**src/logic/engine_pkg.sv**
```systemverilog
package engine_pkg;

	// Core geometry
	localparam int BURST_LEN     = 16;                 // Channel lanes per burst, power of two
	localparam int MAX_KERNEL    = 9;                  // Largest kernel length in taps
	localparam int REDUCE_STAGES = $clog2(BURST_LEN);  // Adder tree depth
	localparam int LANE_W        = $clog2(BURST_LEN);  // Word index within a burst

	// Field widths
	localparam int WORD_W  = 16;
	localparam int ADDR_W  = 30;
	localparam int TAP_W   = 4;
	localparam int COUNT_W = 8;

	typedef logic signed [WORD_W-1:0] word_t;   // Data, weight or result word
	typedef word_t [BURST_LEN-1:0] burst_t;     // Lane 0 is the first word received
	typedef logic [ADDR_W-1:0] addr_t;          // Word address
	typedef logic [TAP_W-1:0] tap_t;            // Kernel tap index
	typedef logic [COUNT_W-1:0] count_t;        // Output point counter

	typedef struct packed {
		tap_t   kernel;       // 1 to MAX_KERNEL
		count_t o_side;       // Output points, at least 1
		addr_t  result_base;  // Address of the first result
	} job_t;

	typedef struct packed {
		burst_t data;
		burst_t weight;
		logic   first;  // Tap 0 of a point
		logic   last;   // Final tap of a point
	} atom_t;

	typedef struct packed {
		addr_t addr;
		word_t value;
	} result_t;

endpackage
```
**src/logic/weight_store.sv**
```systemverilog
`timescale 1ns/1ns

module weight_store import engine_pkg::*; (
	input  logic   clk,
	input  logic   i_wr_en,
	input  tap_t   i_wr_tap,
	input  burst_t i_wr_burst,
	input  tap_t   i_rd_tap,
	output burst_t o_rd_burst
);

	// One weight burst per kernel tap
	burst_t mem_q [MAX_KERNEL];

	always_ff @(posedge clk) begin
		if (i_wr_en) begin
			mem_q[i_wr_tap] <= i_wr_burst;  // Visible after this edge
		end
	end

	// Combinational read so the weight joins the data burst in the same cycle
	assign o_rd_burst = mem_q[i_rd_tap];

endmodule

```
**config.mk**
```make
export PLATFORM = sky130hd
export DESIGN_NAME = weight_store
export DESIGN_NICKNAME = d
export VERILOG_FILES = /design/src/logic/engine_pkg.sv /design/src/logic/weight_store.sv
export SDC_FILE = /design/constraint.sdc
export NUM_CORES = 2
export LEC_CHECK = 0
export BUFFER_PORTS_ARGS = -buffer_cell sky130_fd_sc_hd__buf_2
export CAP_MARGIN = 5
export CORE_UTILIZATION = 63
export CTS_BUF_LIST = sky130_fd_sc_hd__clkbuf_4
export DETAILED_ROUTE_END_ITERATION = 10
export PLACE_DENSITY = 0.91
export REMOVE_ABC_BUFFERS = 1
export SKIP_LAST_GASP = 1
export SLEW_MARGIN = 10
export SYNTH_ARGS = -nofsm -noshare
export SYNTH_HDL_FRONTEND = slang
export SYNTH_SLANG_ARGS = --single-unit
```
**constraint.sdc**
```tcl
create_clock -name clk -period 43.1 [get_ports clk]
set_clock_uncertainty 0.05 [all_clocks]
set_input_delay 6.465 -clock clk [delete_from_list [all_inputs] [get_ports clk]]
set_output_delay 6.465 -clock clk [all_outputs]
set_load 0.05 [all_outputs]
```
==> run metrics <==
Gates resized, CTS repair=0; HP Class=input port to register; Max Cap Viol=0; max reg flops=2,304; Setup TNS=0 ps; fin. max-slew vios=0; Worst setup EP type=output port; H-tree depth=6; CTS clock-pin slew for the worst setup and hold paths=80 ps; synthesized area per cell=19.7 um2; Port Buffer Count=521; Post-Synthesis Cell Area=88,900 um2; average vias per placed instance=6.40; Yosys cell types=25; startpoint class of the critical path=input port; Synth async-reset ratio=0; total gr overflow=0; # rows=137; antenna violations before repair=63; most flop-heavy register=mem_q; Regs by FF count=mem_q x2304; DRT iter0 DRCs=5,169; Final HPWL DP=105 mm; unrepaired setup endpoints after global routing=false; pin count of the biggest net entering global routing=147; I/O pin count=522; Die Wd=378 um; total CTS buffers=567; DR WL/cell=27.7 um; VDD IR max=46.8 uV; detailed-route wire length=213 mm; Area Growth Syn to Fin=12.2%; vias=49,060; most frequent cells in the layout=edfxtp_1 (2,304), clkbuf_4 (782), buf_2 (518), mux2i_1 (512), mux2_2 (386); Root Driver=clkbuf_4; post-route cell area=99,700 um2; Worst-Margin Slew=1210 ps; Post-synth EDFFs=2,304; Initial DRT Pass Iterations=6; post-synthesis sequential area ratio=0.778; GRT Overall Usage=0.294; DRT antenna net count=0; final setup vio count=0; most common library cell in the layout ignoring fill and taps=edfxtp_1; vias in the first global route=51,790; fin util=0.714; Tmin final=18,900 ps; area of placed instances=93,000 um2; outcome=finished clean; Die H=378 um; fin worst setup slack=24,200 ps; Slew headroom=0.190; Seq cells post-synth=2,304; fmax=52.9 MHz; pre-CTS WS=24,350 ps; first-pass GRT wire length=310 mm; critical path class=input port to output port; Synth Warn #=0; initial core utilization=0.636; total setup buffers inserted after CTS=0; required time worst endpoint=36,580 ps; worst-path maximum fanout=146; hold path cells=1; core area=140,000 um2; final net count=5,675; Power Density=46.0 nW/um2; final worst-path cycle share=0.438; Mapped Cells=4,523; clock buffer depth=4; CTS tree=yes; dominant synthesized flop cell=edfxtp_1; full die area=143,000 um2; WP data arrival=12,380 ps; share of layout cells above drive strength 1=0.344; leak pwr=34.6 nW; # hold bufs at CTS=0; Placer Congestion=0.766; final hold vios=0; number of remaining DRC errors=0; clock tree sinks=2,304
[cells in the mapped netlist (22+ instances only)]
cell      number  area share
o22a_1        63      0.0062
o31ai_1       93      0.0079
buf_8         22      0.0037
o31ai_2      100       0.014
o22ai_1      193       0.014
mux4_2        63       0.016
mux2_2       386       0.049
mux2i_1      512       0.058
buf_2         30      0.0017
nor2b_1       65      0.0046
o221ai_1      63      0.0062
edfxtp_1    2304        0.78
clkbuf_1     132      0.0056
a22o_1       193       0.019
nand2_1      196      0.0083
buf_4         49      0.0041
[logic make-up (layout without fill, tap and decap cells)]
| kind of cell | count (synthesis) | count (layout) | share of synthesized area |
|---|---|---|---|
| mux | 961 | 961 | 0.122 |
| other cells | 0 | 47 | 0 |
| simple gates | 277 | 277 | 0.0138 |
| buf+inv | 276 | 1493 | 0.0187 |
| compound gates | 705 | 705 | 0.0669 |
| flops | 2304 | 2304 | 0.778 |
[worst max-delay path: stages]
cell	delay, ps
buf_8	590
buf_12	680
buf_4	720
buf_4	740
buf_4	710
buf_12	700
mux2_2	310
o22ai_1	80
o31ai_1	550
buf_2	380
[layout make-up]
class | count | area, um2
antenna | 47 | 118
clock buffer | 782 | 5870
clock inverter | 118 | 742
fill | 7627 | 40000
inverter | 1 | 6.26
multi-input combinational | 1943 | 18200
sequential | 2304 | 69200
tap | 1876 | 2350
timing repair buffer | 592 | 3310
[routing by layer]
metal  vias to the layer above  share of wire  GRT usage
met5                         -         0.0013          0
met4                        40          0.041      0.154
met3                       673           0.11     0.0881
met2                      3353           0.50      0.482
met1                     24412           0.35      0.354
li1                      20582              -          -
[stage by stage]
stage                     power [mW]  instances  hold WS [ps]
after floorplan                 2.77       4248          6510
after global placement          2.88       6716          6680
after detailed placement        2.89       6716          6690
after CTS                       4.61       7616          5170
after global routing            4.73       7647          5240
final                           4.59       7663          5310
[final timing paths]
kind,start,end,slack [ps]
min,i_wr_burst[195],mem_q[0][195],5310
max,i_rd_tap[0],o_rd_burst[106],24200
[where the power goes]
part           switching [mW]  internal (mW)
registers              0.0121           2.51
logic                   0.233         0.0981
clock network           0.841          0.891
total                    1.09           3.50
Power figures use the tool's default switching activity.
