<file path="src/logic/engine_pkg.sv">
package engine_pkg;

	// Core geometry
	localparam int BURST_LEN     = 16;                 // Channel lanes per burst, power of two
	localparam int MAX_KERNEL    = 9;                  // Largest kernel length in taps
	localparam int REDUCE_STAGES = $clog2(BURST_LEN);  // Adder tree depth
	localparam int LANE_W        = $clog2(BURST_LEN);  // Word index within a burst

	// Field widths
	localparam int WORD_W  = 16;
	localparam int ADDR_W  = 30;
	localparam int TAP_W   = 4;
	localparam int COUNT_W = 8;

	typedef logic signed [WORD_W-1:0] word_t;   // Data, weight or result word
	typedef word_t [BURST_LEN-1:0] burst_t;     // Lane 0 is the first word received
	typedef logic [ADDR_W-1:0] addr_t;          // Word address
	typedef logic [TAP_W-1:0] tap_t;            // Kernel tap index
	typedef logic [COUNT_W-1:0] count_t;        // Output point counter

	typedef struct packed {
		tap_t   kernel;       // 1 to MAX_KERNEL
		count_t o_side;       // Output points, at least 1
		addr_t  result_base;  // Address of the first result
	} job_t;

	typedef struct packed {
		burst_t data;
		burst_t weight;
		logic   first;  // Tap 0 of a point
		logic   last;   // Final tap of a point
	} atom_t;

	typedef struct packed {
		addr_t addr;
		word_t value;
	} result_t;

endpackage
</file>
<file path="src/logic/writeback.sv">
`timescale 1ns/1ns

module writeback import engine_pkg::*; (
	input  logic    clk,
	input  logic    rst,
	input  word_t   i_sum,
	input  logic    i_sum_valid,
	input  job_t    i_job,
	output result_t o_result,
	output logic    o_result_valid,
	output logic    o_job_done
);

	count_t count_q;     // Points already written this job
	logic   last_point;

	assign last_point = (count_q == count_t'(i_job.o_side - 1'b1));

	// Result payload
	always_ff @(posedge clk) begin
		if (i_sum_valid) begin
			o_result.addr  <= i_job.result_base + addr_t'(count_q);
			o_result.value <= i_sum;
		end
	end

	always_ff @(posedge clk or posedge rst) begin
		if (rst) begin
			count_q        <= '0;
			o_result_valid <= 1'b0;
			o_job_done     <= 1'b0;
		end else begin
			o_result_valid <= i_sum_valid;
			o_job_done     <= i_sum_valid && last_point;  // Rides with the final result
			if (i_sum_valid) begin
				count_q <= last_point ? '0 : count_q + 1'b1;  // Ready for the next job
			end
		end
	end

endmodule

</file>
<file path="config.mk">
export PLATFORM = sky130hd
export DESIGN_NAME = writeback
export DESIGN_NICKNAME = d
export VERILOG_FILES = /design/src/logic/engine_pkg.sv /design/src/logic/writeback.sv
export SDC_FILE = /design/constraint.sdc
export NUM_CORES = 1
export LEC_CHECK = 0
export BUFFER_PORTS_ARGS = -buffer_cell sky130_fd_sc_hd__buf_2
export CAP_MARGIN = 20
export CORE_UTILIZATION = 45
export CTS_BUF_LIST = sky130_fd_sc_hd__clkbuf_4
export DETAILED_ROUTE_END_ITERATION = 8
export PLACE_DENSITY_LB_ADDON = 0.2
export SETUP_SLACK_MARGIN = 0.5
export SLEW_MARGIN = 10
export SYNTH_ARGS = -nofsm -noshare
export SYNTH_HDL_FRONTEND = slang
export SYNTH_SLANG_ARGS = --single-unit
</file>
<file path="constraint.sdc">
create_clock -name clk -period 5.2 [get_ports clk]
set_clock_uncertainty 0.1 [all_clocks]
set_input_delay 1.04 -clock clk [delete_from_list [all_inputs] [get_ports clk]]
set_output_delay 1.04 -clock clk [all_outputs]
set_load 0.05 [all_outputs]
</file>
==> impl_summary.txt <==
----------------------------------------------------
[Pwr]
  Worst VDD drop ... 0.235 mV
  Leakage power figure ... 1.47 nW
  Cell area power density ... 417 nW/um2
  Internal cell power ... 0.885 mW
  Sequential power share ... 44.0%
  Clock share of power ... 16.5%
  Reported net switching power ... 0.590 mW
  Switching power as a share of total power ... 40.0%
  Combinational cell fraction of total power ... 39.5%

[Clock network]
  Clock-pin slew of the registers on the worst-case setup and hold paths ... 0.16 ns
  Setup fix buffers added after clock tree synthesis ... 0
  TritonCTS clock tree ... yes
  Clk Tree Root Cell ... clkbuf_4
  CTS Sinks ... 56
  H-tree level count ... 2
  Worst-case clock buffer depth ... 2
  Count of instances resized after the clock tree is built ... 0
  Skew-Pair Late Insertion Delay ... 0.37 ns
  Number of buffers inserted during clock tree synthesis ... 5
  CTS Hold Buffers Added ... 0

[Synthesis]
  Flops & latches, synth ... 56
  Mapped cell area ... 2880 um2
  Avg Inst Size Synth ... 12.6 um2
  Share of the synthesized area in the top cell type ... 48.0%
  Share of synthesized area occupied by flip-flops and latches ... 56.7%
  Most frequent cell after synthesis ... edfxtp_1
  Number of flops mapped to enable cells by yosys ... 46
  Cells after synthesis ... 229
  Top cells by area in the synthesized netlist ... edfxtp_1 48%, xnor2_1 10%, dfrtp_1 8.7%
  Number of synthesis warnings ... 0
  Post-synthesis cell type with the largest combined area ... edfxtp_1
  Async set-or-reset flop fraction in the synthesized netlist ... 17.9%
  Net count after synthesis ... 301
  Synth cell count leaders ... 46 x edfxtp_1, 33 x xnor2_1, 15 x a21oi_1, 10 x dfrtp_1, 10 x ha_1
  Most frequently used flop master after synthesis ... edfxtp_1
  Unique masters post-synth ... 40

[Critical path]
  Worst reg2reg path endpoint ... o_result[36]$_DFFE_PP_
  Reg2reg path depth ... 8
  Reg2reg setup slack ... 2.37 ns
  Crit path required time ... 5.25 ns
  Kind of start point of the critical path ... primary input
  Type of the setup path with the least slack ... in2reg
  Launching point of the worst reg2reg path ... count_q[0]$_DFFE_PP0P_
  Critical path capture point type ... flip-flop
  Critical path arrival ... 3.06 ns
  Crit path max fanout ... 11

[Floorplan]
  Ports placed on the boundary ... 109
  Num rows ... 28
  Die height ... 82.0 um
  Die Footprint ... 6720 um2
  Effective utilization at floorplan ... 47.5%
  Die Span X ... 82.0 um
  Core Area ... 6060 um2

[STA]
  Count of final setup violators ... 0
  Min cycle time layout ... 3.02 ns
  Measured slew at the worst slew-check pin ... 1.02 ns
  Unrepaired setup endpoints after global routing ... no
  Worst slack on hold paths ... 0.514 ns
  Highest clock frequency the design can meet ... 332 MHz
  Fin. Hold Viols ... 0
  Worst setup slack after layout ... 2.18 ns
  Fraction of the cycle the final worst path needs ... 58.0%
  Final TNS setup ... 0 ns
  Final-report max-slew violation count ... 0
  Worst slew margin ... 31.9%

[Placement]
  DPL Wire Length ... 4400 um
  Pre-CTS setup slack ... 1.80 ns
  Port Buffer Count ... 104
  Gp weighted congestion ... 0.816

[GRT]
  Gr ovfl total ... 0
  Maximum number of pins on one net before global-route repair ... 36
  Antenna violations before repair ... 0
  First-pass GRT wire length ... 9320 um
  Number of global-route vias before repair ... 1996
  Total GRT Usage ... 18.4%

[Detailed routing]
  Post-route DRC violation count ... 0
  Number of detailed-routing iterations run before antenna repair ... 4
  Via Count ... 2140
  Detailed-route wire length per cell ... 14.6 um
  Number of nets still failing antenna checks after routing ... 0
  Via density per instance ... 5.25
  Total detailed-routing wirelength ... 5940 um
  Initial DRC count ... 65

[Final layout]
  Share of cells above drive strength 1 ... 34.5%
  Final standard cell utilization of the core ... 58.4%
  Count of filler cells inserted in the layout ... 517
  Layout area overhead ... 23.0%
  Antenna diodes ... 0
  Final net count ... 404

[Hold path]
  Class of the tightest hold or removal check ... in2async

[Status]
  Result of the run ... completed

[Run]
  Maximum Capacitance Violations ... 0

----------------------------------------------------
==> final cells by class <==
cell class | instances | area (um2) | share of cell area [%]
Clock buffer | 6 | 45.0 | 1.27
Inverter | 7 | 26.3 | 0.742
Tap cell | 75 | 93.8 | 2.65
Multi-Input combinational cell | 157 | 1180 | 33.4
Timing Repair Buffer | 105 | 528 | 14.9
Clock inverter | 2 | 35.0 | 0.989
Sequential cell | 56 | 1630 | 46.1
==> worst max path at each step <==
stage,from,end,slack (ns),depth (start not counted)
floorplan,i_job[0],o_result[38]$_DFFE_PP_,2.26,9
global placement,i_job[0],o_result[38]$_DFFE_PP_,1.85,9
detailed placement,i_job[0],o_result[38]$_DFFE_PP_,1.80,9
CTS,i_job[0],o_result[38]$_DFFE_PP_,2.21,9
global route,i_job[0],o_result[36]$_DFFE_PP_,2.09,9
finish,i_job[0],o_result[36]$_DFFE_PP_,2.18,9
==> stage by stage <==
step	cell area, um2	power, mW	std cells
global route	3540	1.57	408
global placement	3460	1.23	400
detailed placement	3460	1.24	400
CTS	3540	1.48	408
finish	3540	1.48	408
floorplan	2880	1.11	229
==> state kept, by name (all words and copies together), names as in the netlist <==
name,cells
o_result,46
count_q,8
o_job_done,1
o_result_valid,1
==> layout by cell type, fill, tap and decap left out, drive strengths merged, types with 2 or more instances in the layout <==
cell     Yosys  final
buf          3    105
edfxtp      46     46
xnor2       33     33
a21oi       15     15
ha          10     10
dfrtp       10     10
o211ai      10     10
xor2         9      9
nor2         9      9
o2111ai      9      9
inv          7      7
nand4        6      6
nand3        6      6
clkbuf       6      6
nand2        5      5
and3         5      5
o21ai        5      5
nand2b       4      4
a21o         4      4
a211oi       4      4
nor3         3      3
and2         3      3
a31oi        2      2
nand3b       2      2
and4         2      2
==> routing by layer <==
| metal | up-vias | global-route usage, % | wire, um |
|---|---|---|---|
| met5 | - | 0 | 0 |
| met4 | 0 | 7.72 | 106 |
| met3 | 10 | 4.11 | 372 |
| met2 | 74 | 30.2 | 2740 |
| met1 | 987 | 23.4 | 2720 |
| li1 | 1069 | - | - |
==> critical path, stage by stage <==
cell	delay, ns
buf_2	0.08
ha_1	0.16
inv_1	0.06
fa_1	0.39
nand2b_1	0.21
a211oi_1	0.26
o31a_1	0.51
o211ai_1	0.18
xnor2_1	0.17
==> power groups by stage <==
| stage | combinational, mW | clock, mW | sequential [mW] |
|---|---|---|---|
| after global placement | 0.574 | 0 | 0.658 |
| final | 0.583 | 0.243 | 0.648 |
| after global routing | 0.641 | 0.264 | 0.661 |
| after floorplan | 0.277 | 0 | 0.832 |
| after CTS | 0.586 | 0.246 | 0.649 |
| after detailed placement | 0.584 | 0 | 0.659 |
==> cells by family after synthesis <==
kind of cell | share of synthesized area [%]
flops | 56.7
compound gates | 13.4
simple gates | 9.44
xor+xnor | 12.8
buf+inv | 2.26
fa+ha+maj | 5.04
mux | 0.348
Power figures use the tool's default switching activity.
