**src/logic/engine_pkg.sv**
```systemverilog
package engine_pkg;

	// Core geometry
	localparam int BURST_LEN     = 16;                 // Channel lanes per burst, power of two
	localparam int MAX_KERNEL    = 9;                  // Largest kernel length in taps
	localparam int REDUCE_STAGES = $clog2(BURST_LEN);  // Adder tree depth
	localparam int LANE_W        = $clog2(BURST_LEN);  // Word index within a burst

	// Field widths
	localparam int WORD_W  = 16;
	localparam int ADDR_W  = 30;
	localparam int TAP_W   = 4;
	localparam int COUNT_W = 8;

	typedef logic signed [WORD_W-1:0] word_t;   // Data, weight or result word
	typedef word_t [BURST_LEN-1:0] burst_t;     // Lane 0 is the first word received
	typedef logic [ADDR_W-1:0] addr_t;          // Word address
	typedef logic [TAP_W-1:0] tap_t;            // Kernel tap index
	typedef logic [COUNT_W-1:0] count_t;        // Output point counter

	typedef struct packed {
		tap_t   kernel;       // 1 to MAX_KERNEL
		count_t o_side;       // Output points, at least 1
		addr_t  result_base;  // Address of the first result
	} job_t;

	typedef struct packed {
		burst_t data;
		burst_t weight;
		logic   first;  // Tap 0 of a point
		logic   last;   // Final tap of a point
	} atom_t;

	typedef struct packed {
		addr_t addr;
		word_t value;
	} result_t;

endpackage
```
**src/logic/burst_deser.sv**
```systemverilog
`timescale 1ns/1ns

module burst_deser import engine_pkg::*; (
	input  logic   clk,
	input  logic   rst,
	input  word_t  i_word,
	input  logic   i_word_valid,
	output burst_t o_burst,
	output logic   o_burst_valid
);

	logic [LANE_W-1:0] word_cnt_q;  // Words already in the current burst
	burst_t            shift_q;

	// Newest word enters at the top lane, so the first word ends in lane 0
	always_ff @(posedge clk) begin
		if (i_word_valid) begin
			shift_q <= {i_word, shift_q[BURST_LEN-1:1]};
		end
	end

	always_ff @(posedge clk or posedge rst) begin
		if (rst) begin
			word_cnt_q    <= '0;
			o_burst_valid <= 1'b0;
		end else begin
			o_burst_valid <= 1'b0;
			if (i_word_valid) begin
				word_cnt_q <= word_cnt_q + 1'b1;  // Wraps after BURST_LEN words
				if (word_cnt_q == LANE_W'(BURST_LEN - 1)) begin
					o_burst_valid <= 1'b1;  // Burst complete next cycle
				end
			end
		end
	end

	assign o_burst = shift_q;  // Stable until the next word arrives

endmodule

```
**config.mk**
```make
export PLATFORM = sky130hd
export DESIGN_NAME = burst_deser
export DESIGN_NICKNAME = d
export VERILOG_FILES = /design/src/logic/engine_pkg.sv /design/src/logic/burst_deser.sv
export SDC_FILE = /design/constraint.sdc
export NUM_CORES = 1
export LEC_CHECK = 0
export ABC_AREA = 1
export BUFFER_PORTS_ARGS = -buffer_cell sky130_fd_sc_hd__buf_2
export CAP_MARGIN = 0
export CORE_MARGIN = 2
export CORE_UTILIZATION = 49
export DETAILED_ROUTE_END_ITERATION = 10
export GPL_TIMING_DRIVEN = 1
export HOLD_SLACK_MARGIN = 0.03
export PLACE_DENSITY = 0.8
export SLEW_MARGIN = 20
export SYNTH_ARGS = -nofsm -noshare
export SYNTH_HDL_FRONTEND = slang
export SYNTH_SLANG_ARGS = --single-unit
```
**constraint.sdc**
```tcl
create_clock -name clk -period 1.4 [get_ports clk]
set_clock_uncertainty 0.05 [all_clocks]
set_input_delay 0.14 -clock clk [delete_from_list [all_inputs] [get_ports clk]]
set_output_delay 0.14 -clock clk [all_outputs]
set_load 0.005 [all_outputs]
```
==> flow_summary.yaml, run 1 <==
yosys:
  synthAdderAreaFrac_pct: 0.158
  ys.flop_type: "edfxtp_1"
  synth-edff-count: 256
  synth_top_area_share_pct: 97.3
  synthesis.nets: 298
  synth_common_cells: "edfxtp_1 (256), dfrtp_1 (5), inv_1 (4), nand2_1 (4), nor2_1 (3)"
  yosys-top-cells-area: "edfxtp_1 (97%), dfrtp_1 (1.6%), xor2_1 (0.22%)"
  syn_area_per_cell_sq_um: 28.4
  yosys_warnings: 0
  synth_compound_area_share_pct: 0.0633
  synth_simple_gate_area_share_pct: 0.491
  synth_area_leader_cell: "edfxtp_1"
  netlist_instances: 278
  ys_async_sr_fraction_pct: 1.92
  yosysUniqueCellTypes: 10
  yosysMostFrequentCell: "edfxtp_1"
  synth_top_family_by_area: "simple AND/OR/NAND/NOR gates"
  ys_ff_latch: 261
  synthMuxAreaShare_pct: 0
  synth_xor_area_share_pct: 0.222
  syn-cell-area_sq_mm: 0.00790
  seq_area_frac_synth_pct: 98.9
drt:
  wl_per_cell_um: 18.0
  drc: 0
  drt-initial-drc-count: 211
  wl_um: 15300
  ant_nets: 0
  dr.pass1.iters: 4
  via_per_inst: 4.70
  vias: 3993
critical_path:
  reg2regPathDepth: 4
  regToRegSetupSlack_ns: 0.30
  endpoint_kind: "output port"
  crit_type: "flip-flop to output port"
  path_buf_inv: 1
  crit_path_cell_trace: "buf_2"
  critical-path-top-delay-family: "flip-flops"
  crit_path_start: "o_burst[208]"
  path_max_fanout: 2
  max_stage_delay_ns: 0.44
  crit_path_top_delay_cell: "edfxtp_1"
  critical_path_required_ns: 1.21
  critPathLaunchType: "flip-flop"
  arrival_ns: 1.11
  rr_endpoint: "word_cnt_q[2]"
  timing.rr.start: "word_cnt_q[0]"
timing:
  setup_viol: 0
  fmax_mhz: 771
  slew_viol_final: 0
  min_period_ns: 1.30
  slew_headroom_pct: 77.7
  finalSetupTns_ns: 0
  worst_pin_slew_ns: 0.335
  hold_viol: 0
  fin_crit_sh_pct: 92.7
  fin_hold_ws_ns: 0.283
  rsz0062_at_grt: "false"
  setup_ws_ns: 0.102
cts:
  cts_resized: 0
  hold_buffers: 19
  clkSinkCount: 261
  clock_latency_ns: 0.51
  cts_tree: "done"
  post_cts_buffers: 0
  clockRootBuffer: "clkbuf_16"
  cts_buffer_depth: 3
  clk_pin_slew_ns: 0.06
  cts_max_level: 1
  cts_inserted_buffers: 27
power_and_ir_drop:
  p_leak_nw: 4.25
  peakVddDrop_uv: 1510
  p_per_area_mw_per_mm2: 1570
  total_power_w: 0.0167
global_route:
  grt_max_degree: 47
  track_usage_pct: 16.7
  grt_pass1_vias: 3992
  grt_first_pass_wirelength_um: 21700
  overflow: 0
  antenna_found_initial: 0
die:
  core_area_sq_mm: 0.0158
  rows: 46
  initial_core_util_pct: 49.9
  ios: 276
  die_y_um: 131
  die_area_sq_mm: 0.0172
  fp.dieW_um: 131
place:
  pre_cts_slack_ns: 0.268
  dp_hpwl_um: 10400
  dpl_cell_area_sq_mm: 0.00968
  place_congestion: 0.789
  portBuffers: 275
cells_and_area:
  multi_input_area_sq_um: 73.8
  syn2layout_area_growth_pct: 35.1
  fin_area_sq_mm: 0.0107
  drive_gt1_share_pct: 51.0
  nFillCells: 1027
  final_nets: 632
  diodes: 0
  final-seq-area_sq_mm: 0.00781
min_path:
  min_to: "o_burst[251]"
  whs_path_depth: 2
  hold_path_class: "primary input to flip-flop"
  min_from: "i_word[11]"
run_status:
  status: "finished, final reports clean"
job:
  cap_violations: 0
through the flow:
step | cells | utilization [%]
3_3_place_gp | 780 | 61.1
2_1_floorplan | 278 | -
5_1_grt | 849 | 67.5
6_report | 849 | 67.5
4_1_cts | 849 | 67.5
3_5_place_dp | 780 | 61.1
worst max path at each step:
stage	to	slack, ns	cells after the start
2_1_floorplan	word_cnt_q[2]	0.40	4
3_3_place_gp	o_burst[0]	0.28	2
3_5_place_dp	o_burst[32]	0.27	2
4_1_cts	o_burst[37]	0.08	1
5_1_grt	o_burst[208]	0.06	1
6_report	o_burst[208]	0.10	1
cells in the final DEF (no fill, tap or decap), types with 4 or more instances in the layout:
master	Yosys	layout
edfxtp_1	256	256
dlygate4sd3_1	0	19
clkbuf_1	0	8
clkbuf_16	0	27
nand2_1	4	4
buf_2	0	274
clkinv_2	0	6
inv_1	4	4
buf_4	0	8
clkinv_1	0	5
dfrtp_1	5	5
power breakdown:
group,switching [W],internal [W],total (W)
combinational,0.000471,0.000408,0.000879
clock,0.00269,0.00374,0.00642
sequential,0.000272,0.00917,0.00944
total,0.00343,0.0133,0.0167
per-layer routing:
layer	track usage [%]	vias up	share of wire, %
li1	-	1796	-
met1	18.6	1949	36
met2	28.8	217	50
met3	7.33	31	11
met4	5.76	0	2.7
met5	0	-	0
sequential cells by signal, indices dropped and copies added (netlist names):
register	count
o_burst	256
word_cnt_q	4
o_burst_valid	1
layout make-up:
class	instances	share of cell area, %
inverter	4	0.141
tap	216	2.53
multi-input combinational	13	0.691
clock inverter	15	0.973
clock buffer	35	6.61
sequential	261	73.2
timing repair buffer	305	15.9
cells by family after synthesis:
logic type,count (synthesis)
DFF,261
and+or+nand+nor,9
xor gates and xnor gates,2
adders and majority gates,1
buffers and inverters,4
AOI/OAI and AO/OA,1
No activity file was read; power rests on OpenSTA's default activity.
==> run 2, diff against run 1 <==
- CORE_UTILIZATION: 49 -> 53
- PLACE_DENSITY: 0.8 -> 0.85
- clock period: 1.4 -> 1.5 ns (I/O delays scaled with it)
==> run 2 against run 1 <==
Net effect: routed wire length up 6.0%; global-route usage up 2.9 points; clock power down 9.7%; final cell count down 4.6%.
==> flow_summary.yaml, run 2 (synthesized netlist as in run 1, its figures left out) <==
run_status:
  status: "finished, final reports clean"
cells_and_area:
  post-route-util_pct: 72.8
  largest_reg_flops: 256
  drive_gt1_share_pct: 51.1
  diodes: 0
  layout_common_cells: "buf_2 (274), edfxtp_1 (256), clkbuf_16 (25), dlygate4sd3_1 (18), buf_4 (9)"
  fin_cells: 810
  nFillCells: 862
  final-seq-area_sq_mm: 0.00781
  syn2layout_area_growth_pct: 34.0
  mostFrequentLayoutCell: "buf_2"
  final_nets: 630
  multi_input_area_sq_um: 73.8
timing:
  fmax_mhz: 761
  rsz0062_at_grt: "false"
  slew_viol_final: 0
  worst_pin_slew_ns: 0.350
  slew_headroom_pct: 76.7
  finalSetupTns_ns: 0
  hold_viol: 0
  fin_crit_sh_pct: 87.6
  setup_viol: 0
  min_period_ns: 1.31
critical_path:
  crit_path_cell_trace: "buf_2"
  crit_path_top_delay_cell: "edfxtp_1"
  max_stage_delay_ns: 0.46
  timing.rr.start: "word_cnt_q[0]"
  path_buf_inv: 1
  critPathLaunchType: "flip-flop"
  critical-path-top-delay-family: "flip-flops"
  arrival_ns: 1.11
  path_max_fanout: 2
  crit_path_start: "o_burst[132]"
  endpoint_kind: "output port"
  crit_type: "flip-flop to output port"
  critical_path_required_ns: 1.30
drt:
  drc: 0
  ant_nets: 0
  wl_met1_um: 5820
  via_per_inst: 5.09
  wl_per_cell_um: 20.1
  met2_length_um: 8190
  highest_layer: "met4"
  dr.pass1.iters: 4
  wl_um: 16200
  vias: 4119
  dr_wl_met3_um: 1850
  drt-initial-drc-count: 311
global_route:
  antenna_found_initial: 0
  grt_pass1_vias: 4241
  track_usage_pct: 19.6
  grt_max_degree: 46
  grt_first_pass_wirelength_um: 23900
  overflow: 0
power_and_ir_drop:
  clkPwrFrac_pct: 37.5
  peakVddDrop_uv: 802
  pwr-share-comb_pct: 5.4
  p_seq_share_pct: 57.1
  p_sw_share_pct: 20.3
  p_per_area_mw_per_mm2: 1460
  p_leak_nw: 4.22
  p_int_w: 0.0123
  p_sw_w: 0.00315
die:
  ios: 276
  initial_core_util_pct: 54.4
  die_area_sq_mm: 0.0159
  die_y_um: 126
  core_area_sq_mm: 0.0145
  fp.dieW_um: 126
  rows: 44
cts:
  clkSinkCount: 261
  cts_buffer_depth: 3
  cts_tree: "done"
  hold_buffers: 18
  clock_latency_ns: 0.50
  cts_max_level: 1
  post_cts_buffers: 0
  cts_inserted_buffers: 25
  clockRootBuffer: "clkbuf_16"
  cts_resized: 0
  clk_pin_slew_ns: 0.06
place:
  portBuffers: 275
  dp_hpwl_um: 11100
  dp.cells: 749
  place_congestion: 0.794
min_path:
  hold_path_class: "primary input to async pin"
job:
  cap_violations: 0
-- run 2: cell count changes in the layout (fill, tap and decap cells not counted), sizes merged --
cell,previous run,this run
buf,286,287
bufinv,1,2
clkbuf,35,29
clkinv,12,11
dlygate4sd3,19,18
inv,5,4
-- run 2: power groups by stage --
stage	combinational [W]	clock, W	sequential (W)
final	0.000831	0.00580	0.00883
after global placement	0.000754	0	0.00893
after CTS	0.000836	0.00592	0.00883
after floorplan	0.000103	0	0.00895
after global routing	0.000912	0.00620	0.00888
after detailed placement	0.000794	0	0.00898
-- run 2: path summary, 6_finish.rpt --
check / endpoint / slack (ns) / cells after the start
min in group clk: o_burst[251] / 0.30 / 2
max: o_burst[132] / 0.19 / 1
min reg2reg: o_burst[138] / 0.39 / 0
max in group asynchronous: word_cnt_q[0] / 1.16 / 3
max reg2reg: word_cnt_q[2] / 0.38 / 4
min: o_burst_valid / 0.07 / 3
-- run 2: layer usage --
| metal | GRT usage (%) | vias to the layer above |
|---|---|---|
| li1 | - | 1780 |
| met5 | 0 | - |
| met1 | 23.0 | 2047 |
| met2 | 33.9 | 264 |
| met4 | 6.21 | 0 |
| met3 | 7.26 | 28 |
-- run 2: area by class of cell --
type / instances / share of cell area [%]
Tap cell: 184 / 2.17
Timing Repair Buffer: 305 / 16.0
Clock inverter: 14 / 1.12
Multi-Input combinational cell: 13 / 0.697
Inverter: 4 / 0.142
Clock buffer: 29 / 6.05
Sequential cell: 261 / 73.8
-- run 2: metrics by stage --
step	setup WS (ns)	area, sq um	hold slack (ns)	power [W]
2_1_floorplan	0.497	7900	-0.121	0.00906
3_3_place_gp	0.375	9650	0.00482	0.00968
3_5_place_dp	0.356	9650	0.0195	0.00977
4_1_cts	0.149	10600	0.0510	0.0156
5_1_grt	0.146	10600	0.0767	0.0160
6_report	0.186	10600	0.0688	0.0155
