===== src/logic/engine_pkg.sv =====
package engine_pkg;

	// Core geometry
	localparam int BURST_LEN     = 16;                 // Channel lanes per burst, power of two
	localparam int MAX_KERNEL    = 9;                  // Largest kernel length in taps
	localparam int REDUCE_STAGES = $clog2(BURST_LEN);  // Adder tree depth
	localparam int LANE_W        = $clog2(BURST_LEN);  // Word index within a burst

	// Field widths
	localparam int WORD_W  = 16;
	localparam int ADDR_W  = 30;
	localparam int TAP_W   = 4;
	localparam int COUNT_W = 8;

	typedef logic signed [WORD_W-1:0] word_t;   // Data, weight or result word
	typedef word_t [BURST_LEN-1:0] burst_t;     // Lane 0 is the first word received
	typedef logic [ADDR_W-1:0] addr_t;          // Word address
	typedef logic [TAP_W-1:0] tap_t;            // Kernel tap index
	typedef logic [COUNT_W-1:0] count_t;        // Output point counter

	typedef struct packed {
		tap_t   kernel;       // 1 to MAX_KERNEL
		count_t o_side;       // Output points, at least 1
		addr_t  result_base;  // Address of the first result
	} job_t;

	typedef struct packed {
		burst_t data;
		burst_t weight;
		logic   first;  // Tap 0 of a point
		logic   last;   // Final tap of a point
	} atom_t;

	typedef struct packed {
		addr_t addr;
		word_t value;
	} result_t;

endpackage

===== src/logic/line_sequencer.sv =====
`timescale 1ns/1ns

module line_sequencer import engine_pkg::*; (
	input  logic   clk,
	input  logic   rst,
	input  logic   i_start,
	input  job_t   i_job,
	input  burst_t i_burst,
	input  logic   i_burst_valid,
	input  burst_t i_rd_burst,
	input  logic   i_job_done,
	output logic   o_wr_en,
	output tap_t   o_wr_tap,
	output tap_t   o_rd_tap,
	output atom_t  o_atom,
	output logic   o_atom_valid,
	output job_t   o_job,
	output logic   o_busy,
	output logic   o_done
);

	typedef enum logic [1:0] {
		ST_IDLE,  // Waiting for a job
		ST_LOAD,  // Weight bursts arriving
		ST_RUN    // Data bursts arriving
	} state_t;

	state_t state_q;
	job_t   job_q;     // Held for the whole job, writeback reads it too
	tap_t   tap_q;     // Current tap in both phases
	logic   last_tap;

	assign last_tap = (tap_q == tap_t'(job_q.kernel - 1'b1));

	always_ff @(posedge clk or posedge rst) begin
		if (rst) begin
			state_q <= ST_IDLE;
			job_q   <= '0;
			tap_q   <= '0;
		end else begin
			case (state_q)
				ST_IDLE: begin
					if (i_start) begin  // Start only seen while idle
						job_q   <= i_job;
						tap_q   <= '0;
						state_q <= ST_LOAD;
					end
				end
				ST_LOAD: begin
					if (i_burst_valid && last_tap) state_q <= ST_RUN;  // All weights stored
				end
				ST_RUN: begin
					if (i_job_done) state_q <= ST_IDLE;
				end
				default: state_q <= ST_IDLE;
			endcase
			// Tap walks 0..kernel-1 and wraps, in load and in run alike
			if (state_q != ST_IDLE && i_burst_valid) begin
				tap_q <= last_tap ? '0 : tap_q + 1'b1;
			end
		end
	end

	// Weight phase writes
	assign o_wr_en  = (state_q == ST_LOAD) && i_burst_valid;
	assign o_wr_tap = tap_q;

	// Run phase pairs each data burst with its tap weight
	assign o_rd_tap     = tap_q;
	assign o_atom_valid = (state_q == ST_RUN) && i_burst_valid;
	assign o_atom       = '{data: i_burst, weight: i_rd_burst, first: (tap_q == '0), last: last_tap};

	assign o_job  = job_q;
	assign o_busy = (state_q != ST_IDLE);
	assign o_done = i_job_done && (state_q == ST_RUN);  // Same cycle as the last result

endmodule


===== config.mk =====
export PLATFORM = sky130hd
export DESIGN_NAME = line_sequencer
export DESIGN_NICKNAME = d
export VERILOG_FILES = /design/src/logic/engine_pkg.sv /design/src/logic/line_sequencer.sv
export SDC_FILE = /design/constraint.sdc
export NUM_CORES = 1
export LEC_CHECK = 0
export BUFFER_PORTS_ARGS = -buffer_cell sky130_fd_sc_hd__clkbuf_2
export CORE_AREA = 4 4 434 436
export DETAILED_ROUTE_END_ITERATION = 16
export DIE_AREA = 0 0 438 440
export GPL_TIMING_DRIVEN = 0
export PLACE_DENSITY = 0.3
export REMOVE_ABC_BUFFERS = 1
export SYNTH_ARGS = -nofsm -noshare
export SYNTH_HDL_FRONTEND = slang
export SYNTH_SLANG_ARGS = --single-unit

===== constraint.sdc =====
create_clock -name clk -period 4.6 [get_ports clk]
set_input_delay 0 -clock clk [delete_from_list [all_inputs] [get_ports clk]]
set_output_delay 0 -clock clk [all_outputs]
set_load 0.005 [all_outputs]

==> summary.txt, run 1 <==
Status
  • Status: completed

Placed design
  • IO Port Bufs: 102
  • Worst slack, placed: between 2000 and 2500 ps
  • Routability congestion estimate: approximately 1.1
  • Dpl hpwl: 288,000 um

Clock tree
  • Clock Path Buffers: 2
  • # clock sinks: 48
  • Post-CTS Setup Inserts: 0
  • H-Tree Depth: 2
  • Root Buffer: clkbuf_16
  • Num CTS Buffers: 5
  • TritonCTS clock tree: built
  • Resized cells post-CTS: 0
  • CTS clk-pin slew, worst paths: 70 ps
  • Clk_lat worst skew: 290 ps

Power
  • Leakage: 1.61 nW
  • Cell Pwr Density: 336 nW/um2
  • Internal power: 1.34 mW
  • Switch Pwr: 773 uW
  • Comb power frac: 41.4%
  • Sw Share: 36.6%
  • Clock share of power: between 20% and 30%
  • Worst vdd ir: approximately 0.16 mV
  • Seq pwr share: 37.3%

Synth
  • Count leader, synth: buf_4
  • Syn avg cell area: 8.95 um2
  • Leading area contributor after synthesis: buf_4
  • Post-synth EDFFs: 0
  • Post-synth top area share: 66.2%
  • Synthesized cell area: 5900 um2
  • Top FF cell, synth: dfrtp_1
  • Async S/R FF share, synth: 100%
  • Synthesized flop and latch total: 48
  • Seq/Total Area, Yosys: roughly 20%
  • Gate count after technology mapping: 659
  • Synth area leaders: buf_4, dfrtp_1, mux2_2, xnor2_1, ha_1
  • Ys Warns: 0
  • Yosys cell types: 23
  • Most common library cells after synthesis: buf_4, dfrtp_1, mux2_2, nand2_1, xnor2_1

Die
  • Die W: 438 um
  • Initial core utilization: around 3.2%
  • Rows: 158
  • Die Y: around 440 um
  • Ports: 1,127
  • Die Area: 193,000 um2
  • Core area: 185,000 um2

Critical path
  • Worst Setup End Kind: register
  • Critical path class: primary input to register
  • Depth of the most critical reg-to-reg path: 5
  • Worst setup path startpoint: i_start
  • CP Launch Type: primary input
  • Worst R2R Start: state_q[0]
  • Setup crit end: o_job[29]
  • Reg2Reg Setup Slack: around 2300 ps
  • Critical path fanouts, max: 12
  • Arrival time worst endpoint: 2620 ps
  • Worst EP required: between 4000 and 5000 ps
  • Reg-to-Reg End: o_job[29]

Timing
  • Worst Skew: 6.29 ps
  • Total negative setup slack: 0 ps
  • Final number of max-transition violations: 0
  • Fmax: 0.410 GHz
  • Fin. Hold Viols: 0
  • Worst setup margin: 2160 ps
  • Worst-Margin Slew: a little over 900 ps
  • Slew Limit Headroom: 37.6%
  • Final setup viols: 0
  • Final Cycle Share: 53.0%
  • RSZ-0062 raised after global routing: no
  • Min cycle time layout: 2440 ps

Route
  • Via count: 4,467
  • Initial DRC Count: 418
  • Post-DRT Antenna Nets: 0
  • Routed WL per cell: 105 um
  • Post-route DRC violation count: 0
  • Number of vias per cell: roughly 1.6
  • Final WL: 291,000 um
  • Pre-antenna DRT Iters: 4

Cells and area
  • Fillers: 22,100
  • Nets: 856
  • Layout cells sized above 1: 54.2%
  • Area growth, synth to finish: 6.66%

Global routing
  • GR Layer Usage met1: 1.65%
  • Largest net degree at the start of global routing: 26
  • GR Util met2: 61.0%
  • Met3 usage: 44.1%
  • Vias in the first global route: about 3,600
  • GRT Util Overall: ~29%
  • Initial antenna violation count: 19
  • Grt ovf: 0
  • Busiest grt layer: met2
  • First-pass GRT wire length: 300,000 um

Job
  • Maximum Capacitance Violations: 0

Min path
  • Worst hold path type: primary input to output pin
-- worst min-delay path by stage --
stage | startpoint | cells after the start | to | slack (ps)
2_1_floorplan | i_rd_burst[98] | 0 | o_atom[100] | 0
3_3_place_gp | i_rd_burst[98] | 0 | o_atom[100] | 0.07
3_5_place_dp | i_rd_burst[98] | 0 | o_atom[100] | 0.07
4_1_cts | i_rd_burst[98] | 0 | o_atom[100] | 0.07
5_1_grt | i_rd_burst[99] | 0 | o_atom[101] | 0.01
6_report | i_rd_burst[9] | 0 | o_atom[11] | 0.04
-- cells in the final DEF, fill, tap and decap left out, types with 2 or more instances in the layout --
cell,Yosys,layout
buf_6,0,4
ha_1,3,3
o31ai_1,2,2
xnor2_1,7,7
nor3b_1,4,3
o21ai_0,2,2
nor2_1,3,3
inv_1,5,4
clkbuf_16,0,5
diode_2,0,4
clkbuf_2,0,102
mux2_2,40,40
dlygate4sd3_1,0,44
nand2_1,9,9
dfrtp_1,48,48
a21oi_1,2,2
and3b_1,2,2
-- per-stage QoR --
stage | hold WS [ps] | area [um2] | total power [mW] | std cells | util, %
2_1_floorplan | 0 | 1980 | 1.16 | 136 | -
3_3_place_gp | 0.0719 | 5590 | 1.65 | 2718 | 3.03
3_5_place_dp | 0.0719 | 5660 | 1.65 | 2723 | 3.07
4_1_cts | 0.0719 | 6280 | 2.16 | 2775 | 3.40
5_1_grt | 0.0139 | 6280 | 2.24 | 2775 | 3.40
6_report | 0.0404 | 6290 | 2.11 | 2779 | 3.41
-- power groups by stage --
stage | logic [mW] | clock network, mW | registers (mW)
2_1_floorplan | 0.376 | 0 | 0.784
3_3_place_gp | 0.854 | 0 | 0.791
3_5_place_dp | 0.853 | 0 | 0.797
4_1_cts | 0.904 | 0.463 | 0.789
5_1_grt | 0.937 | 0.482 | 0.816
6_report | 0.873 | 0.450 | 0.787
-- cells by family after synthesis --
logic type | share of synthesized area (%)
adders and majority gates | 0.637
AOI/OAI and AO/OA | 1.08
DFF | 20.4
buffers and inverters | 66.8
and+or+nand+nor | 2.29
xor gates and xnor gates | 1.19
muxes | 7.64
-- state kept, by name (all words and copies together) (netlist names) --
name      cells
o_rd_tap      4
state_q       2
o_job        42
-- worst max-delay path, cell delays in order --
cell           delay, ps
dlygate4sd3_1        730
clkbuf_2             200
nor3b_2              760
buf_6                250
buf_6                150
buf_6                170
mux2_2               340
-- layout make-up --
class,instances,area [um2],share of cell area (%)
timing repair buffer,151,1020,16.2
multi-input combinational,83,762,12.1
tap,2480,3100,49.3
clock inverter,2,38.8,0.617
inverter,5,18.8,0.298
antenna,4,10.0,0.159
clock buffer,6,139,2.21
sequential,48,1200,19.1
-- per-layer routing --
layer	routed length [um]	vias to the layer above
met2	169000	2070
li1	-	795
met4	18900	30
met5	3510	-
met1	8310	1388
met3	91200	184
-- what timing repair did --
action,CTS,global route
setup endpoints to repair,0,0
hold buffers,44,0
endpoints found under the hold margin,66,0
Power figures use the tool's default switching activity.
==> run 2, diff against run 1 <==
--- a/config.mk
+++ b/config.mk
@@ -5,10 +5,11 @@
 export SDC_FILE = /design/constraint.sdc
 export NUM_CORES = 1
 export LEC_CHECK = 0
+export ABC_AREA = 1
 export BUFFER_PORTS_ARGS = -buffer_cell sky130_fd_sc_hd__clkbuf_2
-export CORE_AREA = 4 4 434 436
+export CORE_AREA = 4 4 437 439
 export DETAILED_ROUTE_END_ITERATION = 16
-export DIE_AREA = 0 0 438 440
+export DIE_AREA = 0 0 441 443
 export GPL_TIMING_DRIVEN = 0
 export PLACE_DENSITY = 0.3
 export REMOVE_ABC_BUFFERS = 1
==> constraint.sdc (replaced) <==
create_clock -name clk -period 2.3 [get_ports clk]
set_input_delay 0 -clock clk [delete_from_list [all_inputs] [get_ports clk]]
set_output_delay 0 -clock clk [all_outputs]
set_load 0.005 [all_outputs]
==> run 2 against run 1 <==
  * Sequential share of layout area is essentially flat
  * Non-clock buffer count shrank 6
  * Design area is essentially flat
  * Critical path type is now register to register
==> summary.txt, run 2 <==
Timing
  • Min cycle time layout: 2050 ps
  • RSZ-0062 raised after global routing: no
  • Worst-Margin Slew: 628 ps
  • Worst Skew: 9.39 ps
  • Fmax: roughly 0.5 GHz
  • Fin. Hold Viols: 0
  • Final setup viols: 0
  • Final Cycle Share: between 80% and 90%
  • Final number of max-transition violations: 0
  • Slew Limit Headroom: 58.1%

Clock tree
  • Clk_lat worst skew: 320 ps
  • CTS clk-pin slew, worst paths: 100 ps
  • # clock sinks: 48
  • TritonCTS clock tree: built
  • Clock Path Buffers: 2
  • H-Tree Depth: 2
  • Num CTS Buffers: 5
  • Root Buffer: clkbuf_16

Power
  • Power consumption: 4.49 mW
  • Leakage: approximately 1.9 nW
  • Worst vdd ir: 0.422 mV
  • Cell Pwr Density: ~710 nW/um2

Synth
  • Ys Warns: 0
  • Post-synthesis xor/xnor area fraction: 0.586%
  • Yosys cell types: 21
  • Async S/R FF share, synth: 100%
  • Gate count after technology mapping: 768
  • Synth area leaders: buf_4, dfrtp_1, nand2_1, inv_1, nand3_1
  • Area share of fa/ha/maj cells after synthesis: 0.628%
  • Compound-Gate Fraction of Synth Area: less than 1%
  • Syn avg cell area: 7.78 um2
  • Top FF cell, synth: dfrtp_1
  • Post-synthesis mux area share: 0%
  • Count leader, synth: buf_4
  • Simple-gate portion of the synthesized area: 11.1%
  • Post-synth EDFFs: 0
  • Seq/Total Area, Yosys: 20.1%
  • Leading area contributor after synthesis: buf_4
  • Main combinational cell family by area after synthesis: buffers and inverters
  • Most common library cells after synthesis: buf_4, nand2_1, dfrtp_1, inv_1, nand3_1
  • Synthesized cell area: 5980 um2
  • Post-synth top area share: roughly two thirds
  • Synthesized flop and latch total: 48

Placed design
  • IO Port Bufs: 102
  • Cell Count Post-Placement: 2,841
  • Routability congestion estimate: 1.10
  • Dpl hpwl: ~290,000 um

Critical path
  • Crit path max-delay cell type: inv_6
  • Reg2Reg Setup Slack: 250 ps
  • Slowest stage delay, CP: approximately 500 ps
  • WP buf/inv: 1
  • Arrival time worst endpoint: 2260 ps
  • Worst Setup End Kind: register
  • CP Launch Type: register
  • CP cell instances: nor2_2, nand2_4, inv_6, nor2_1, nand2_1, nand2_1
  • CP delay by family, top: simple AND/OR/NAND/NOR gates
  • Critical path fanouts, max: 46
  • Most used cell, CP: nand2_1
  • Worst EP required: ~2500 ps
  • Critical path class: register to register

Cells and area
  • Commonest non-fill, non-tap cell in the layout: nand2_1
  • Nets: 957
  • Layout cells sized above 1: 30.3%
  • Post-route insts no fill: 2,894
  • Most frequent cells in the layout: nand2_1, clkbuf_2, dfrtp_1
  • Number of flip-flops in the largest register: 42
  • Post-Route Utilization: roughly 3.4%
  • Area growth, synth to finish: 5.11%

Die
  • Die Area: a little under 200,000 um2
  • Initial core utilization: 3.19%
  • Core area: approximately 190,000 um2
  • Die Y: between 400 and 500 um
  • Ports: 1,127
  • Rows: 159
  • Die W: 441 um

Global routing
  • GRT Util Overall: 28.9%
  • Initial antenna violation count: 12
  • Met3 usage: between 40% and 50%
  • First-pass GRT wire length: 302,000 um
  • GR Util met2: 63.8%
  • Grt ovf: 0
  • Largest net degree at the start of global routing: 47
  • GR Layer Usage met1: around 1.2%
  • Busiest grt layer: met2
  • Vias in the first global route: 3,615

Route
  • Pre-antenna DRT Iters: 4
  • Routed WL per cell: slightly above 100 um
  • Number of vias per cell: 1.62
  • Post-DRT Antenna Nets: 0
  • Via count: about 4,700
  • Final WL: just under 300,000 um
  • Post-route DRC violation count: 0
  • Initial DRC Count: 581

Job
  • Maximum Capacitance Violations: 0

Min path
  • Worst hold path type: primary input to output pin

Status
  • Status: completed
## run 2: changes by cell type in the layout (fill, tap and decap cells not counted), sizes merged, moves of 5 or more
cell	before	now
xnor2	7	1
nand3	1	10
inv	5	18
mux2	40	0
nand2	9	148
nor2	3	8
## run 2: report_power, final
group	switching [mW]	internal (mW)	total (mW)	leakage (nW)
Combinational	1.24	0.701	1.95	1.21
Sequential	0.273	1.23	1.50	0.599
Clock	0.521	0.520	1.04	0.0809
## run 2: repair_timing
item / 4_1_cts / 5_1_grt
resized for setup: 2 / 0
hold endpoints to repair: 66 / 0
setup endpoints to repair: 46 / 0
hold buffers: 42 / 0
setup buffers: 0 / 0
## run 2: logic make-up (layout without fill, tap and decap cells)
family | Yosys count | in the layout
buffers and inverters | 543 | 171
adder cells (fa/ha/maj) | 3 | 3
AO/OA/AOI/OAI | 4 | 4
flip-flops | 48 | 48
other | 0 | 3
AND/OR/NAND/NOR | 166 | 166
XOR/XNOR | 4 | 4
## run 2: worst paths after layout
kind / startpoint / to / cells past startpoint
max: state_q[1] / o_rd_tap[1] / 6
min: i_rd_burst[99] / o_atom[101] / 0
max reg2reg: state_q[1] / o_rd_tap[1] / 6
min reg2reg: o_job[9] / o_job[9] / 2
max in group asynchronous: rst / o_job[12] / 4
min in group asynchronous: rst / o_job[32] / 3
## run 2: cell type report
type,instances,area [um2]
antenna,3,7.51
sequential,48,1200
tap,2495,3120
timing repair buffer,145,951
inverter,18,72.6
fill,22200,181000
clock buffer,6,129
clock inverter,2,35.0
multi-input combinational,177,764
## run 2: per-stage QoR
step | setup WS (ps) | cell area (um2) | TNS, ps | hold slack (ps)
after floorplan | 716 | 2030 | 0 | 0
after global placement | -455 | 5660 | -15600 | 0.0719
after detailed placement | -394 | 5680 | -9440 | 0.0719
after CTS | 156 | 6270 | 0 | 0.0719
after global routing | 76.0 | 6270 | 0 | 0.0193
final | 251 | 6280 | 0 | 0.00923
## run 2: worst reg2reg max path: stages (launching register included)
cell and delay, ps:
dfrtp_1 430, nor2_2 260, nand2_4 400, inv_6 530, nor2_1 170, nand2_1 90, nand2_1 50
## run 2: metal layers
layer / wire length (um) / part of all wire, % / vias to the layer above
met4: 7100 / 2.4 / 14
met1: 5490 / 1.9 / 1598
met2: 180000 / 61 / 1928
met3: 98600 / 34 / 98
met5: 1550 / 0.53 / -
li1: - / - / 1038
